==> src/source/tcdm_pkg.sv <==
// Payload types of the TCDM request and response channels.
// Shared by the arbitration tree, the response router and the top level.
// Modules use these types by scoped name in their ports and by a
// wildcard import in their bodies.

package tcdm_pkg;

    ////////////////////////////////////////////////////////////
    // Bus widths
    ////////////////////////////////////////////////////////////

    localparam int ADDR_W = 32;
    localparam int DATA_W = 32;
    // One enable per byte lane
    localparam int BE_W = DATA_W / 8;
    // Master index field, room for up to 16 masters
    localparam int MAX_MASTER_W = 4;

    ////////////////////////////////////////////////////////////
    // Request and response payloads
    ////////////////////////////////////////////////////////////

    // Request from a core port towards the bank
    typedef struct packed {
        logic [ADDR_W-1:0]       addr;
        // Write enable, low for a read
        logic                    wen;
        logic [BE_W-1:0]         be;
        logic [DATA_W-1:0]       wdata;
        // Index of the issuing master, stamped at the top level
        logic [MAX_MASTER_W-1:0] src;
    } tcdm_req_t;

    // Read response from the bank back to a master
    typedef struct packed {
        logic [DATA_W-1:0]       rdata;
        // Copied from the request so the router finds the master
        logic [MAX_MASTER_W-1:0] src;
    } tcdm_resp_t;

endpackage

==> src/source/arb_pkg.sv <==
// Bookkeeping for the distributed round-robin arbiter.
// Holds the priority flag vector and the tree depth helper used by
// the arbitration tree and the round-robin counter.

package arb_pkg;

    // Deepest tree supported, 16 masters
    localparam int MAX_LEV = 4;

    // One priority flag per tree level, bit 0 feeds the root
    typedef logic [MAX_LEV-1:0] prio_t;

    // Number of two-input levels between n_master leaves and the root
    function automatic int arb_levels(input int n_master);
        int lev;
        lev = 0;
        // Smallest lev with 2**lev covering all masters
        while ((1 << lev) < n_master)
        begin
            lev = lev + 1;
        end
        return lev;
    endfunction

endpackage

==> src/source/fan_in_req.sv <==
// Two-input round-robin fan-in node of the request tree.
// Merges two request channels into one and routes the downstream
// grant back to the side that won. Purely combinational.

`timescale 1ns/1ps

module fan_in_req
(
    // Priority flag of this tree level, 1 favours input 1
    input  logic                 prio_i,

    // Input side, two request channels
    input  logic                 req0_i,
    input  logic                 req1_i,
    input  tcdm_pkg::tcdm_req_t  data0_i,
    input  tcdm_pkg::tcdm_req_t  data1_i,
    output logic                 gnt0_o,
    output logic                 gnt1_o,

    // Output side, towards the root
    output logic                 req_o,
    output tcdm_pkg::tcdm_req_t  data_o,
    input  logic                 gnt_i
);

    // Mux select, 1 picks input 1
    logic sel;

    ////////////////////////////////////////////////////////////
    // Arbitration
    ////////////////////////////////////////////////////////////

    // Either side requesting makes this node request
    assign req_o = req0_i | req1_i;

    // Input 1 wins if input 0 is idle, or on a tie with the flag set
    assign sel = ~req0_i | (prio_i & req1_i);

    // Grant only goes back when the node itself is granted
    // Input 0 wins alone or on a tie with the flag clear
    assign gnt0_o = ((req0_i & ~req1_i) | (req0_i & ~prio_i)) & gnt_i;
    assign gnt1_o = ((~req0_i & req1_i) | (req1_i & prio_i)) & gnt_i;

    ////////////////////////////////////////////////////////////
    // Payload mux
    ////////////////////////////////////////////////////////////

    always_comb
    begin
        case (sel)
            1'b0:
            begin
                data_o = data0_i;
            end
            default:
            begin
                data_o = data1_i;
            end
        endcase
    end

endmodule

==> src/source/arb_tree_req.sv <==
// Binary arbitration tree of fan_in_req nodes.
// N_MASTER leaves are merged level by level down to one root request.
// Level depth d (root at depth 0) takes priority flag bit d, so the
// root sees bit 0. With two masters the tree is the root node alone.

`timescale 1ns/1ps

module arb_tree_req
#(
    parameter int N_MASTER = 8
)
(
    // Per-level priority flags from the round-robin counter
    input  arb_pkg::prio_t                       prio_i,

    // Master side
    input  logic [N_MASTER-1:0]                  req_i,
    input  tcdm_pkg::tcdm_req_t [N_MASTER-1:0]   data_i,
    output logic [N_MASTER-1:0]                  gnt_o,

    // Root side, towards the bank
    output logic                                 req_o,
    output tcdm_pkg::tcdm_req_t                  data_o,
    input  logic                                 gnt_i
);

    import tcdm_pkg::*;
    import arb_pkg::*;

    localparam int N_LEV   = arb_levels(N_MASTER);
    // Heap layout, internal nodes first, then the leaves
    localparam int N_NODES = 2 * N_MASTER - 1;
    localparam int LEAF0   = N_MASTER - 1;

    // Node k has children 2k+1 and 2k+2, node 0 is the root
    logic      req_n  [N_NODES];
    tcdm_req_t data_n [N_NODES];
    logic      gnt_n  [N_NODES];

    ////////////////////////////////////////////////////////////
    // Leaves
    ////////////////////////////////////////////////////////////

    // Master m sits at heap slot LEAF0+m
    // so masters 2k and 2k+1 share a bottom-level node
    for (genvar m = 0; m < N_MASTER; m++)
    begin : g_leaf
        assign req_n[LEAF0+m]  = req_i[m];
        assign data_n[LEAF0+m] = data_i[m];
        assign gnt_o[m]        = gnt_n[LEAF0+m];
    end

    ////////////////////////////////////////////////////////////
    // Internal levels
    ////////////////////////////////////////////////////////////

    for (genvar d = 0; d < N_LEV; d++)
    begin : g_level
        // First heap slot at this depth
        localparam int FIRST = (1 << d) - 1;

        for (genvar k = 0; k < (1 << d); k++)
        begin : g_node
            localparam int NODE = FIRST + k;

            // All nodes at one depth share the same flag
            fan_in_req u_node
            (
                .prio_i  (prio_i[d]),
                .req0_i  (req_n[2*NODE+1]),
                .req1_i  (req_n[2*NODE+2]),
                .data0_i (data_n[2*NODE+1]),
                .data1_i (data_n[2*NODE+2]),
                .gnt0_o  (gnt_n[2*NODE+1]),
                .gnt1_o  (gnt_n[2*NODE+2]),
                .req_o   (req_n[NODE]),
                .data_o  (data_n[NODE]),
                .gnt_i   (gnt_n[NODE])
            );
        end
    end

    ////////////////////////////////////////////////////////////
    // Root
    ////////////////////////////////////////////////////////////

    assign req_o    = req_n[0];
    assign data_o   = data_n[0];
    // Bank grant enters the tree at the root
    assign gnt_n[0] = gnt_i;

endmodule

==> src/source/rr_prio_counter.sv <==
// Round-robin state of the distributed arbiter.
// A binary counter steps on every accepted root request. Counter bit d
// drives the flag of tree depth d, so the root alternates on every
// grant and deeper levels rotate at half the rate of the one above.

`timescale 1ns/1ps

module rr_prio_counter
#(
    parameter int N_MASTER = 8
)
(
    input  logic            clk_i,
    input  logic            rst_i,

    // Root request accepted by the bank this cycle
    input  logic            advance_i,

    output arb_pkg::prio_t  prio_o
);

    import arb_pkg::*;

    localparam int N_LEV = arb_levels(N_MASTER);

    logic [N_LEV-1:0] cnt_q;

    // Wraps naturally at N_MASTER
    always_ff @(posedge clk_i)
    begin
        if (rst_i)
        begin
            cnt_q <= '0;
        end
        else if (advance_i)
        begin
            cnt_q <= cnt_q + 1'b1;
        end
    end

    // Flags above the tree depth stay at zero
    always_comb
    begin
        prio_o              = '0;
        prio_o[N_LEV-1:0]   = cnt_q;
    end

endmodule

==> src/source/resp_route.sv <==
// Read response router.
// Decodes the src field of each bank response into a one-hot valid
// vector over the masters and registers it with the read data, so
// the addressed master sees its response one cycle after the bank.

`timescale 1ns/1ps

module resp_route
#(
    parameter int N_MASTER = 8
)
(
    input  logic                        clk_i,
    input  logic                        rst_i,

    // Bank response channel
    input  logic                        rvalid_i,
    input  tcdm_pkg::tcdm_resp_t        resp_i,

    // One-hot valid, shared data bus
    output logic [N_MASTER-1:0]         rvalid_o,
    output logic [tcdm_pkg::DATA_W-1:0] rdata_o
);

    import tcdm_pkg::*;

    // Bits of src actually needed to name a master
    localparam int IDX_W = $clog2(N_MASTER);

    logic [N_MASTER-1:0] valid_dec;
    logic [N_MASTER-1:0] rvalid_q;
    logic [DATA_W-1:0]   rdata_q;

    ////////////////////////////////////////////////////////////
    // Decode
    ////////////////////////////////////////////////////////////

    always_comb
    begin
        valid_dec = '0;
        if (rvalid_i)
        begin
            valid_dec[resp_i.src[IDX_W-1:0]] = 1'b1;
        end
    end

    ////////////////////////////////////////////////////////////
    // Output registers
    ////////////////////////////////////////////////////////////

    // Valid is a one-cycle pulse, dropped when no response arrives
    always_ff @(posedge clk_i)
    begin
        if (rst_i)
        begin
            rvalid_q <= '0;
        end
        else
        begin
            rvalid_q <= valid_dec;
        end
    end

    // Data only loads with a response, holds otherwise
    always_ff @(posedge clk_i)
    begin
        if (rvalid_i)
        begin
            rdata_q <= resp_i.rdata;
        end
    end

    assign rvalid_o = rvalid_q;
    assign rdata_o  = rdata_q;

endmodule

==> src/source/log_xbar_top.sv <==
// Request side of a logarithmic TCDM interconnect, N_MASTER to one bank.
// Requests pass combinationally through a round-robin tree to the bank
// port, grants come straight back. Read responses are steered to the
// master named in their src field, one cycle after the bank.

`timescale 1ns/1ps

module log_xbar_top
#(
    // Power of two, 2 to 16
    parameter int N_MASTER = 8
)
(
    input  logic                                 clk_i,
    input  logic                                 rst_i,

    // Master ports, indexed by master
    input  logic [N_MASTER-1:0]                  req_i,
    input  tcdm_pkg::tcdm_req_t [N_MASTER-1:0]   req_data_i,
    output logic [N_MASTER-1:0]                  gnt_o,

    // Bank request port
    output logic                                 bank_req_o,
    output tcdm_pkg::tcdm_req_t                  bank_req_data_o,
    input  logic                                 bank_gnt_i,

    // Bank response port
    input  logic                                 bank_rvalid_i,
    input  tcdm_pkg::tcdm_resp_t                 bank_resp_i,

    // Responses to masters
    output logic [N_MASTER-1:0]                  rvalid_o,
    output logic [tcdm_pkg::DATA_W-1:0]          rdata_o
);

    import tcdm_pkg::*;
    import arb_pkg::*;

    tcdm_req_t [N_MASTER-1:0] req_stamped;
    prio_t                    prio;
    // Root request taken by the bank
    logic                     advance;

    ////////////////////////////////////////////////////////////
    // Source stamping
    ////////////////////////////////////////////////////////////

    // Overwrite src with the port index, whatever the master drove
    always_comb
    begin
        for (int m = 0; m < N_MASTER; m++)
        begin
            req_stamped[m]     = req_data_i[m];
            req_stamped[m].src = MAX_MASTER_W'(m);
        end
    end

    ////////////////////////////////////////////////////////////
    // Request path
    ////////////////////////////////////////////////////////////

    arb_tree_req #(.N_MASTER(N_MASTER)) u_tree
    (
        .prio_i  (prio),
        .req_i   (req_i),
        .data_i  (req_stamped),
        .gnt_o   (gnt_o),
        .req_o   (bank_req_o),
        .data_o  (bank_req_data_o),
        .gnt_i   (bank_gnt_i)
    );

    assign advance = bank_req_o & bank_gnt_i;

    // Priority moves on the edge after an accepted request
    rr_prio_counter #(.N_MASTER(N_MASTER)) u_rr
    (
        .clk_i     (clk_i),
        .rst_i     (rst_i),
        .advance_i (advance),
        .prio_o    (prio)
    );

    ////////////////////////////////////////////////////////////
    // Response path
    ////////////////////////////////////////////////////////////

    resp_route #(.N_MASTER(N_MASTER)) u_resp
    (
        .clk_i    (clk_i),
        .rst_i    (rst_i),
        .rvalid_i (bank_rvalid_i),
        .resp_i   (bank_resp_i),
        .rvalid_o (rvalid_o),
        .rdata_o  (rdata_o)
    );

endmodule

==> config.mk <==
export PLATFORM = sky130hd
export DESIGN_NAME = log_xbar_top
export DESIGN_NICKNAME = d
export VERILOG_FILES = /design/src/source/tcdm_pkg.sv /design/src/source/arb_pkg.sv /design/src/source/fan_in_req.sv /design/src/source/arb_tree_req.sv /design/src/source/rr_prio_counter.sv /design/src/source/resp_route.sv /design/src/source/log_xbar_top.sv
export SDC_FILE = /design/constraint.sdc
export NUM_CORES = 1
export LEC_CHECK = 0
export BUFFER_PORTS_ARGS = -buffer_cell sky130_fd_sc_hd__buf_2
export CORE_AREA = 2 2 290 292
export DETAILED_ROUTE_END_ITERATION = 16
export DIE_AREA = 0 0 292 294
export GPL_ROUTABILITY_DRIVEN = 0
export PLACE_DENSITY_LB_ADDON = 0.1
export SYNTH_ARGS = -nofsm -noshare
export SYNTH_HDL_FRONTEND = slang
export SYNTH_SLANG_ARGS = --single-unit
==> constraint.sdc <==
create_clock -name clk_i -period 3.9 [get_ports clk_i]
set_clock_uncertainty 0.1 [all_clocks]
set_input_delay 0.195 -clock clk_i [delete_from_list [all_inputs] [get_ports clk_i]]
set_output_delay 0.195 -clock clk_i [all_outputs]
set_load 0.02 [all_outputs]
==> out/metrics.yaml, run 1 <==
logic_synthesis:
  seq_area_frac_synth: 0.185
  synth_cell_type_count: 45
  syn_area_mm2: 0.00638
  synth-async-reset-ratio: 0
  yosysWarnings: 0
  postSynthAreaPerCell_um2: 6.80
  ys_seq_elements: 43
  synth_edf_count: 32
  synthCells: 938
  syn_nets: 1571
  synth_flop_cell: "edfxtp_1"
die:
  die-height_um: 294
  start_util: 0.0770
  die_width_um: 292
  die_area_mm2: 0.0858
  coreArea_mm2: 0.0829
  ioPinCount: 754
  num_rows: 106
cells_and_area:
  drive_above_1_share: 0.491
  multi_input_area_mm2: 0.00467
  nets: 2230
  fin_util: 0.141
  mostFrequentLayoutCells: "buf_2 (719), nand2_1 (277), o32ai_1 (138)"
  seqCellArea_mm2: 0.00118
  final_common_cell: "buf_2"
  n_fill_cell: 9716
  area_delta_synth_final_pct: 83.7
global_routing:
  grt_pass1_vias: 11500
  grt_pass1_wl_um: 84500
  grt_usage: 0.135
  antenna_found_initial: 13
  grt_overflow_total: 0
  grt_max_degree: 78
timing:
  rsz0062_at_grt: "no"
  period_share: 0.789
  hold_viol_final: 0
  finalSetupViolations: 0
  fin_crit_ns: 3.08
  fmax_ghz: 0.325
  tightest_slew_ns: 1.00
  fin_tns_setup_ns: 0
  whs_ns: 0.0215
  slew_violations: 0
  relSlewSlack: 0.333
job:
  maxCapViolations: 0
drt:
  dr.pass1.iters: 5
  wl_per_cell_um: 23.1
  viasPerCell: 4.04
  antenna_left: 0
  wl_um: 62200
  vias: 10900
  drc: 0
  first_iter_violations: 568
cts:
  cts-resized-gates: 0
  cts_num_sinks: 43
  clockBufferDepth: 2
  cts_tree: "yes"
  htreeDepth: 2
  path_clk_slew_ns: 0.07
  cts-buffers-inserted: 5
  root_buffer: "clkbuf_16"
  worstSkewPairLatency_ns: 0.28
worst_setup_path:
  critical-path-slowest-cell: "dfxtp_1"
  worstPathCellList: "a21bo_4 -> buf_4 -> o32ai_1 -> a32oi_1 -> a22o_1 -> buf_2"
  cp_max_fo: 38
  max_stage_delay_ns: 0.77
  cp-end-kind: "output port"
  cp.required_ns: 3.61
  critPathKind: "flip-flop to output port"
  crit_path_start_kind: "flip-flop"
  crit_arrival_ns: 2.78
power:
  clkPwrFrac: 0.174
  power_frac_comb: 0.638
  power_mw: 2.85
  internal_power_mw: 1.54
  switching_share: 0.460
  irDropWorstVdd_mv: 0.179
  p_leak_nw: 5.19
  power_switching_mw: 1.31
  seqPwrFrac: 0.188
  power.density_mw_per_mm2: 243
outcome:
  status: "finished clean"
place:
  port_buffers: 719
  dpl.hpwl_um: 46800
hold_path:
  holdCritPathClass: "input pin to flip-flop"
flip-flops by register name, indices dropped and copies added (netlist names):
register,cells
u_resp.rdata_o,32
u_rr.cnt_q,3
u_resp.rvalid_o,8
final cells by class:
class / count / share of cell area
multi-input combinational: 754 / 0.398
timing repair buffer: 787 / 0.367
tap: 1080 / 0.115
sequential: 43 / 0.101
clock buffer: 5 / 0.0107
clock inverter: 3 / 0.00405
inverter: 6 / 0.00213
antenna: 10 / 0.00213
final timing paths:
| check | slack [ns] | startpoint | end | cells after the start |
|---|---|---|---|---|
| setup reg to reg | 2.37 | u_rr.cnt_q[2]$_SDFFE_PP0P_ | u_rr.cnt_q[2]$_SDFFE_PP0P_ | 3 |
| setup / recovery | 0.82 | u_rr.cnt_q[2]$_SDFFE_PP0P_ | bank_req_data_o[20] | 6 |
| hold reg to reg | 0.53 | u_rr.cnt_q[0]$_SDFFE_PP0P_ | u_rr.cnt_q[0]$_SDFFE_PP0P_ | 2 |
| hold / removal | 0.02 | bank_resp_i[2] | u_resp.rvalid_o[0]$_SDFF_PP0_ | 2 |
power groups by stage:
stage | clock, mW | combinational (mW) | sequential (mW)
CTS | 0.518 | 1.84 | 0.537
detailed placement | 0 | 1.81 | 0.547
finish | 0.495 | 1.82 | 0.536
floorplan | 0 | 0.893 | 0.581
global placement | 0 | 1.82 | 0.547
global route | 0.532 | 1.95 | 0.540
logic make-up (layout without fill, tap and decap cells):
logic type | after synthesis | in the layout | synth area share
AOI/OAI and AO/OA | 367 | 367 | 0.460
xor gates and xnor gates | 2 | 2 | 0.00275
adders and majority gates | 1 | 1 | 0.00196
buffers and inverters | 141 | 801 | 0.0996
DFF | 43 | 43 | 0.185
muxes | 2 | 2 | 0.00314
other | 1 | 11 | 0.000588
and+or+nand+nor | 381 | 381 | 0.247
per-stage QoR:
| stage | setup slack, ns | instances | area [um^2] |
|---|---|---|---|
| 6_report | 0.823 | 2688 | 11700 |
| 5_1_grt | 0.654 | 2683 | 11700 |
| 4_1_cts | 0.753 | 2678 | 11700 |
| 3_5_place_dp | 1.03 | 2638 | 11200 |
| 3_3_place_gp | 1.04 | 2638 | 11200 |
| 2_1_floorplan | 1.94 | 938 | 6380 |
Yosys cell counts, drive strengths merged (2+ instances only):
master | count | area share
dfxtp | 11 | 0.035
inv | 5 | 0.0029
a32oi | 69 | 0.095
or4 | 2 | 0.0029
nor2b | 4 | 0.0039
o211ai | 3 | 0.0035
a21boi | 2 | 0.0029
nand2 | 279 | 0.17
or2 | 3 | 0.0029
nand2b | 2 | 0.0020
o32ai | 138 | 0.19
a21oi | 70 | 0.055
a22o | 69 | 0.095
buf | 38 | 0.039
nand3 | 70 | 0.055
a211oi | 2 | 0.0024
mux2i | 2 | 0.0031
nor3 | 3 | 0.0024
edfxtp | 32 | 0.15
nor2 | 15 | 0.0088
o21ai | 5 | 0.0045
a21bo | 4 | 0.0063
clkbuf | 97 | 0.057
critical path, delay by kind of cell (launching register included):
kind | cells | cell delay, ns
flip-flops | 1 | 0.77
AO/OA/AOI/OAI | 4 | 0.99
buffers and inverters | 2 | 0.67
metal layers:
metal | vias up | share of wire | global-route usage
met2 | 495 | 0.51 | 0.249
met5 | - | 0.0011 | 0
met3 | 46 | 0.061 | 0.0243
met4 | 10 | 0.012 | 0.0233
li1 | 4992 | - | -
met1 | 5329 | 0.41 | 0.165
repair_timing:
action | in CTS | in global routing
buffers inserted | 0 | 0
hold buffers | 32 | 0
hold endpoints to repair | 32 | 0
No activity file was read; power rests on OpenSTA's default activity.
==> inputs of run 2 (changes only) <==
Clock period 3.9 ns to 3.1 ns, I/O delays scaled along.
==> run 2 against run 1 <==
Net effect: final area is 1.7% higher; non-clock buffer count up 6; global-route usage is 0.41 points lower; combinational power increased by 27%; core utilization increased by 0.24 points; critical path depth is 1 higher; clock power is 24% higher; count of clock-buffer cells in the layout unchanged; worst hold slack worse by 0.0057 ns; routed wire length decreased by 2.7%; register-to-register slack worse by 0.60 ns.
==> out/metrics.yaml, run 2 (synthesis gave the netlist of run 1 again) <==
timing:
  hold_viol_final: 0
  fmax_ghz: 0.377
  finalSetupViolations: 0
  final.setup.worst_slack_ns: 0.450
  fin_tns_setup_ns: 0
  whs_ns: 0.0159
  relSlewSlack: 0.531
  period_share: 0.855
  rsz0062_at_grt: "no"
  fin_crit_ns: 2.65
  slew_violations: 0
  tightest_slew_ns: 0.701
die:
  ioPinCount: 754
  num_rows: 106
  die_width_um: 292
  start_util: 0.0770
  die-height_um: 294
  die_area_mm2: 0.0858
  coreArea_mm2: 0.0829
worst_setup_path:
  cp_max_fo: 50
  crit_path_start_kind: "flip-flop"
  critPathKind: "flip-flop to output port"
  cp.required_ns: 2.84
  cp-end-kind: "output port"
  crit_arrival_ns: 2.39
power:
  power_mw: 3.60
  p_leak_nw: 5.27
  irDropWorstVdd_mv: 0.216
  power.density_mw_per_mm2: 302
global_routing:
  antenna_found_initial: 16
  grt_pass1_vias: 11600
  grt_max_degree: 71
  grt_pass1_wl_um: 82600
  grt_overflow_total: 0
  grt_usage: 0.131
cts:
  cts_setup_buffers: 0
  cts_tree: "yes"
  worstSkewPairLatency_ns: 0.29
  cts_num_sinks: 43
  htreeDepth: 2
  clockBufferDepth: 2
  root_buffer: "clkbuf_16"
  path_clk_slew_ns: 0.06
  cts-resized-gates: 0
  hold_buffers: 35
  cts-buffers-inserted: 5
place:
  place_ws_ns: 0.642
  dpl.cell_count: 2641
  dpl.hpwl_um: 46400
  port_buffers: 719
hold_path:
  holdCritPathClass: "input pin to flip-flop"
cells_and_area:
  seqCellArea_mm2: 0.00118
  mostFrequentLayoutCells: "buf_2 (719), nand2_1 (277), o32ai_1 (138)"
  multi_input_area_mm2: 0.00467
  largest_reg_flops: 32
  area_delta_synth_final_pct: 86.9
  drive_above_1_share: 0.491
  layout.cells.non_filler: 2693
  nets: 2236
  n_fill_cell: 9720
  final_common_cell: "buf_2"
drt:
  first_iter_violations: 551
  viasPerCell: 4.05
  antenna_left: 0
  dr.pass1.iters: 7
  drc: 0
  wl_per_cell_um: 22.5
  wl_um: 60500
  vias: 10900
outcome:
  status: "finished clean"
job:
  maxCapViolations: 0
-- run 2: changes by cell type in the layout (fill, tap and decap cells not counted), sizes merged --
cell / change
buf: +3
diode: -1
clkinvlp: +1
dlygate4sd3: +3
clkinv: -1
-- run 2: path summary, 6_finish.rpt --
check / start / cells after the start / slack [ns] / to
max reg2reg: u_rr.cnt_q[1]$_SDFFE_PP0P_ / 4 / 1.77 / u_rr.cnt_q[2]$_SDFFE_PP0P_
max: u_rr.cnt_q[2]$_SDFFE_PP0P_ / 7 / 0.45 / bank_req_data_o[22]
min reg2reg: u_rr.cnt_q[0]$_SDFFE_PP0P_ / 2 / 0.51 / u_rr.cnt_q[0]$_SDFFE_PP0P_
min: rst_i / 2 / 0.02 / u_rr.cnt_q[1]$_SDFFE_PP0P_
-- run 2: stage by stage --
step	util	instance area, um^2
detailed placement	0.137	11400
finish	0.144	11900
floorplan	-	6380
CTS	0.144	11900
global route	0.144	11900
global placement	0.137	11400
-- run 2: metal layers --
metal | GRT usage | vias to the layer above | wire length [um] | share of wire
met5 | 0 | - | 53 | 0.00088
met4 | 0.0297 | 8 | 1070 | 0.018
met3 | 0.0247 | 59 | 3820 | 0.063
met2 | 0.244 | 513 | 31200 | 0.52
met1 | 0.154 | 5312 | 24300 | 0.40
li1 | - | 5005 | - | -
-- run 2: report_power, final --
group	total [mW]	internal (mW)	switching [mW]	leakage, nW
logic	2.31	0.927	1.38	4.78
clock network	0.616	0.383	0.233	0.0805
registers	0.674	0.660	0.0143	0.403
total	3.60	1.97	1.63	5.27
-- run 2: area by class of cell --
| cell class | instances | share of cell area |
|---|---|---|
| diodes | 9 | 0.00189 |
| clock buffers | 5 | 0.0105 |
| clock inverters | 3 | 0.00388 |
| inverters | 6 | 0.00210 |
| multi-input cells | 754 | 0.392 |
| flip-flops and latches | 43 | 0.0990 |
| well taps | 1080 | 0.113 |
| repair buffers | 793 | 0.378 |
-- run 2: worst max-delay path, cell delays in order, from the launching register on --
cell,delay [ns]
dfxtp_1,0.47
buf_4,0.25
nor2b_4,0.06
buf_12,0.16
o32ai_1,0.45
a21oi_1,0.16
a22o_1,0.26
buf_2,0.17
==> inputs of run 3 (changes only) <==
--- a/config.mk
+++ b/config.mk
@@ -12,2 +12,3 @@
 export GPL_ROUTABILITY_DRIVEN = 0
+export GPL_TIMING_DRIVEN = 0
 export PLACE_DENSITY_LB_ADDON = 0.1
--- a/constraint.sdc
+++ b/constraint.sdc
@@ -4,2 +4,2 @@
 set_output_delay 0.155 -clock clk_i [all_outputs]
-set_load 0.02 [all_outputs]
+set_load 0.01 [all_outputs]
==> run 3 against run 2 <==
Net effect: clock power decreased by 7.8%; critical endpoint is now bank_req_data_o[13]; global-route usage grew 1.5 points; first-iteration DRC count is 13% higher; fmax shrank 13%; register-to-register slack better by 0.15 ns; largest cell class unchanged; core utilization barely moved.
==> out/metrics.yaml, run 3 (synthesis gave the netlist of run 1 again) <==
drt:
  wl_per_cell_um: 23.9
  dr.pass1.iters: 5
  wl_um: 66600
  met1_length_um: 28000
  vias: 11000
  wl_met2_um: 34100
  antenna_left: 0
  viasPerCell: 3.94
  drc: 0
  met3_length_um: 4050
  routed.top_layer: "met5"
  first_iter_violations: 620
cells_and_area:
  drive_above_1_share: 0.473
  mostFrequentLayoutCells: "buf_2 (732), nand2_1 (277), o32ai_1 (136)"
  final_area_mm2: 0.0120
  nets: 2328
  layout.cells.non_filler: 2785
  final_common_cell: "buf_2"
  area_delta_synth_final_pct: 87.2
  largest_reg_flops: 32
die:
  start_util: 0.0770
  num_rows: 106
  die_area_mm2: 0.0858
  coreArea_mm2: 0.0829
  ioPinCount: 754
  die_width_um: 292
  die-height_um: 294
power:
  irDropWorstVdd_mv: 0.171
  p_leak_nw: 5.31
  power_mw: 3.43
  power.density_mw_per_mm2: 287
outcome:
  status: "finished clean"
worst_setup_path:
  cp_max_fo: 10
  rr_startpoint: "u_rr.cnt_q[2]$_SDFFE_PP0P_"
  cp-end-kind: "output port"
  critPathKind: "flip-flop to output port"
  crit_arrival_ns: 2.80
  r2r_end: "u_rr.cnt_q[2]$_SDFFE_PP0P_"
  cp.required_ns: 2.84
  crit_path_start_kind: "flip-flop"
  reg2reg_depth: 4
  reg2reg_slack_ns: 1.92
global_routing:
  grt_max_degree: 35
  grt_pass1_vias: 11600
  grt_overflow_total: 0
  grt_usage: 0.146
  antenna_found_initial: 19
  grt_pass1_wl_um: 90200
cts:
  cts_tree: "yes"
  cts-buffers-inserted: 5
  worstSkewPairLatency_ns: 0.29
  root_buffer: "clkbuf_16"
  clockBufferDepth: 2
  cts_num_sinks: 43
  htreeDepth: 2
  cts_setup_buffers: 0
  path_clk_slew_ns: 0.06
timing:
  finalSetupViolations: 0
  hold_viol_final: 0
  fmax_ghz: 0.327
  rsz0062_at_grt: "yes"
  tightest_slew_ns: 0.852
  slew_violations: 0
  relSlewSlack: 0.432
  period_share: 0.986
  fin_crit_ns: 3.06
place:
  port_buffers: 715
  dpl_cell_area_mm2: 0.0114
  dpl.hpwl_um: 56900
  dpl.cell_count: 2735
hold_path:
  whs_path_depth: 3
  min_to: "u_resp.rvalid_o[4]$_SDFF_PP0_"
  hold_path_startpoint: "bank_resp_i[1]"
  holdCritPathClass: "input pin to flip-flop"
job:
  maxCapViolations: 0
-- run 3: area by class of cell --
| class | count | area (um^2) |
|---|---|---|
| Clock inverter | 2 | 16.3 |
| Inverter | 6 | 23.8 |
| Tap cell | 1080 | 1350 |
| Buffer | 132 | 626 |
| Sequential cell | 43 | 1180 |
| Antenna cell | 9 | 22.5 |
| Clock buffer | 6 | 139 |
| Multi-Input combinational cell | 754 | 4620 |
| Timing Repair Buffer | 753 | 3970 |
| Fill cell | 9787 | 70900 |
-- run 3: how the worst max path moves through the flow --
| stage | from | to | slack [ns] | depth (start not counted) |
|---|---|---|---|---|
| 2_1_floorplan | u_rr.cnt_q[2]$_SDFFE_PP0P_ | bank_req_data_o[57] | 1.33 | 8 |
| 6_report | u_rr.cnt_q[2]$_SDFFE_PP0P_ | bank_req_data_o[13] | 0.04 | 8 |
| 3_5_place_dp | req_i[7] | bank_req_data_o[62] | -0.81 | 7 |
| 5_1_grt | u_rr.cnt_q[2]$_SDFFE_PP0P_ | bank_req_data_o[38] | -0.10 | 8 |
| 4_1_cts | u_rr.cnt_q[2]$_SDFFE_PP0P_ | bank_req_data_o[62] | 0.005 | 8 |
| 3_3_place_gp | req_i[3] | bank_req_data_o[54] | -1.59 | 7 |
-- run 3: worst max-delay path, cell delays in order, from the launching register on --
cell     delay (ns)
dfxtp_1        0.30
buf_2          0.25
a21bo_2        0.17
buf_2          0.37
buf_1          0.55
o32ai_1        0.28
a21oi_1        0.24
a22o_1         0.18
buf_2          0.16
-- run 3: metrics by stage --
step	worst slack [ns]	hold slack, ns	utilization	TNS (ns)
2_1_floorplan	1.33	0.127	-	0
3_3_place_gp	-1.59	0.234	0.136	-104.66
3_5_place_dp	-0.807	0.233	0.137	-42.11
4_1_cts	0.00511	0.0914	0.144	0
5_1_grt	-0.101	0.115	0.144	-0.869
6_report	0.0444	0.103	0.144	0
-- run 3: power by group --
group	switching (mW)	leakage (nW)	internal (mW)
sequential	0.0106	0.403	0.660
combinational	1.29	4.84	0.902
clock	0.245	0.0731	0.323
-- run 3: repair_timing --
action                     CTS  global route
setup endpoints to repair   73            40
gates resized for setup     17            17
hold endpoints to repair    35             0
gates cloned                 0             0
hold buffers                36             0
-- run 3: routing by layer --
metal	global-route usage	vias to the layer above
met5	0	-
met4	0.0156	8
met3	0.0260	27
met2	0.268	490
met1	0.183	5266
li1	-	5191
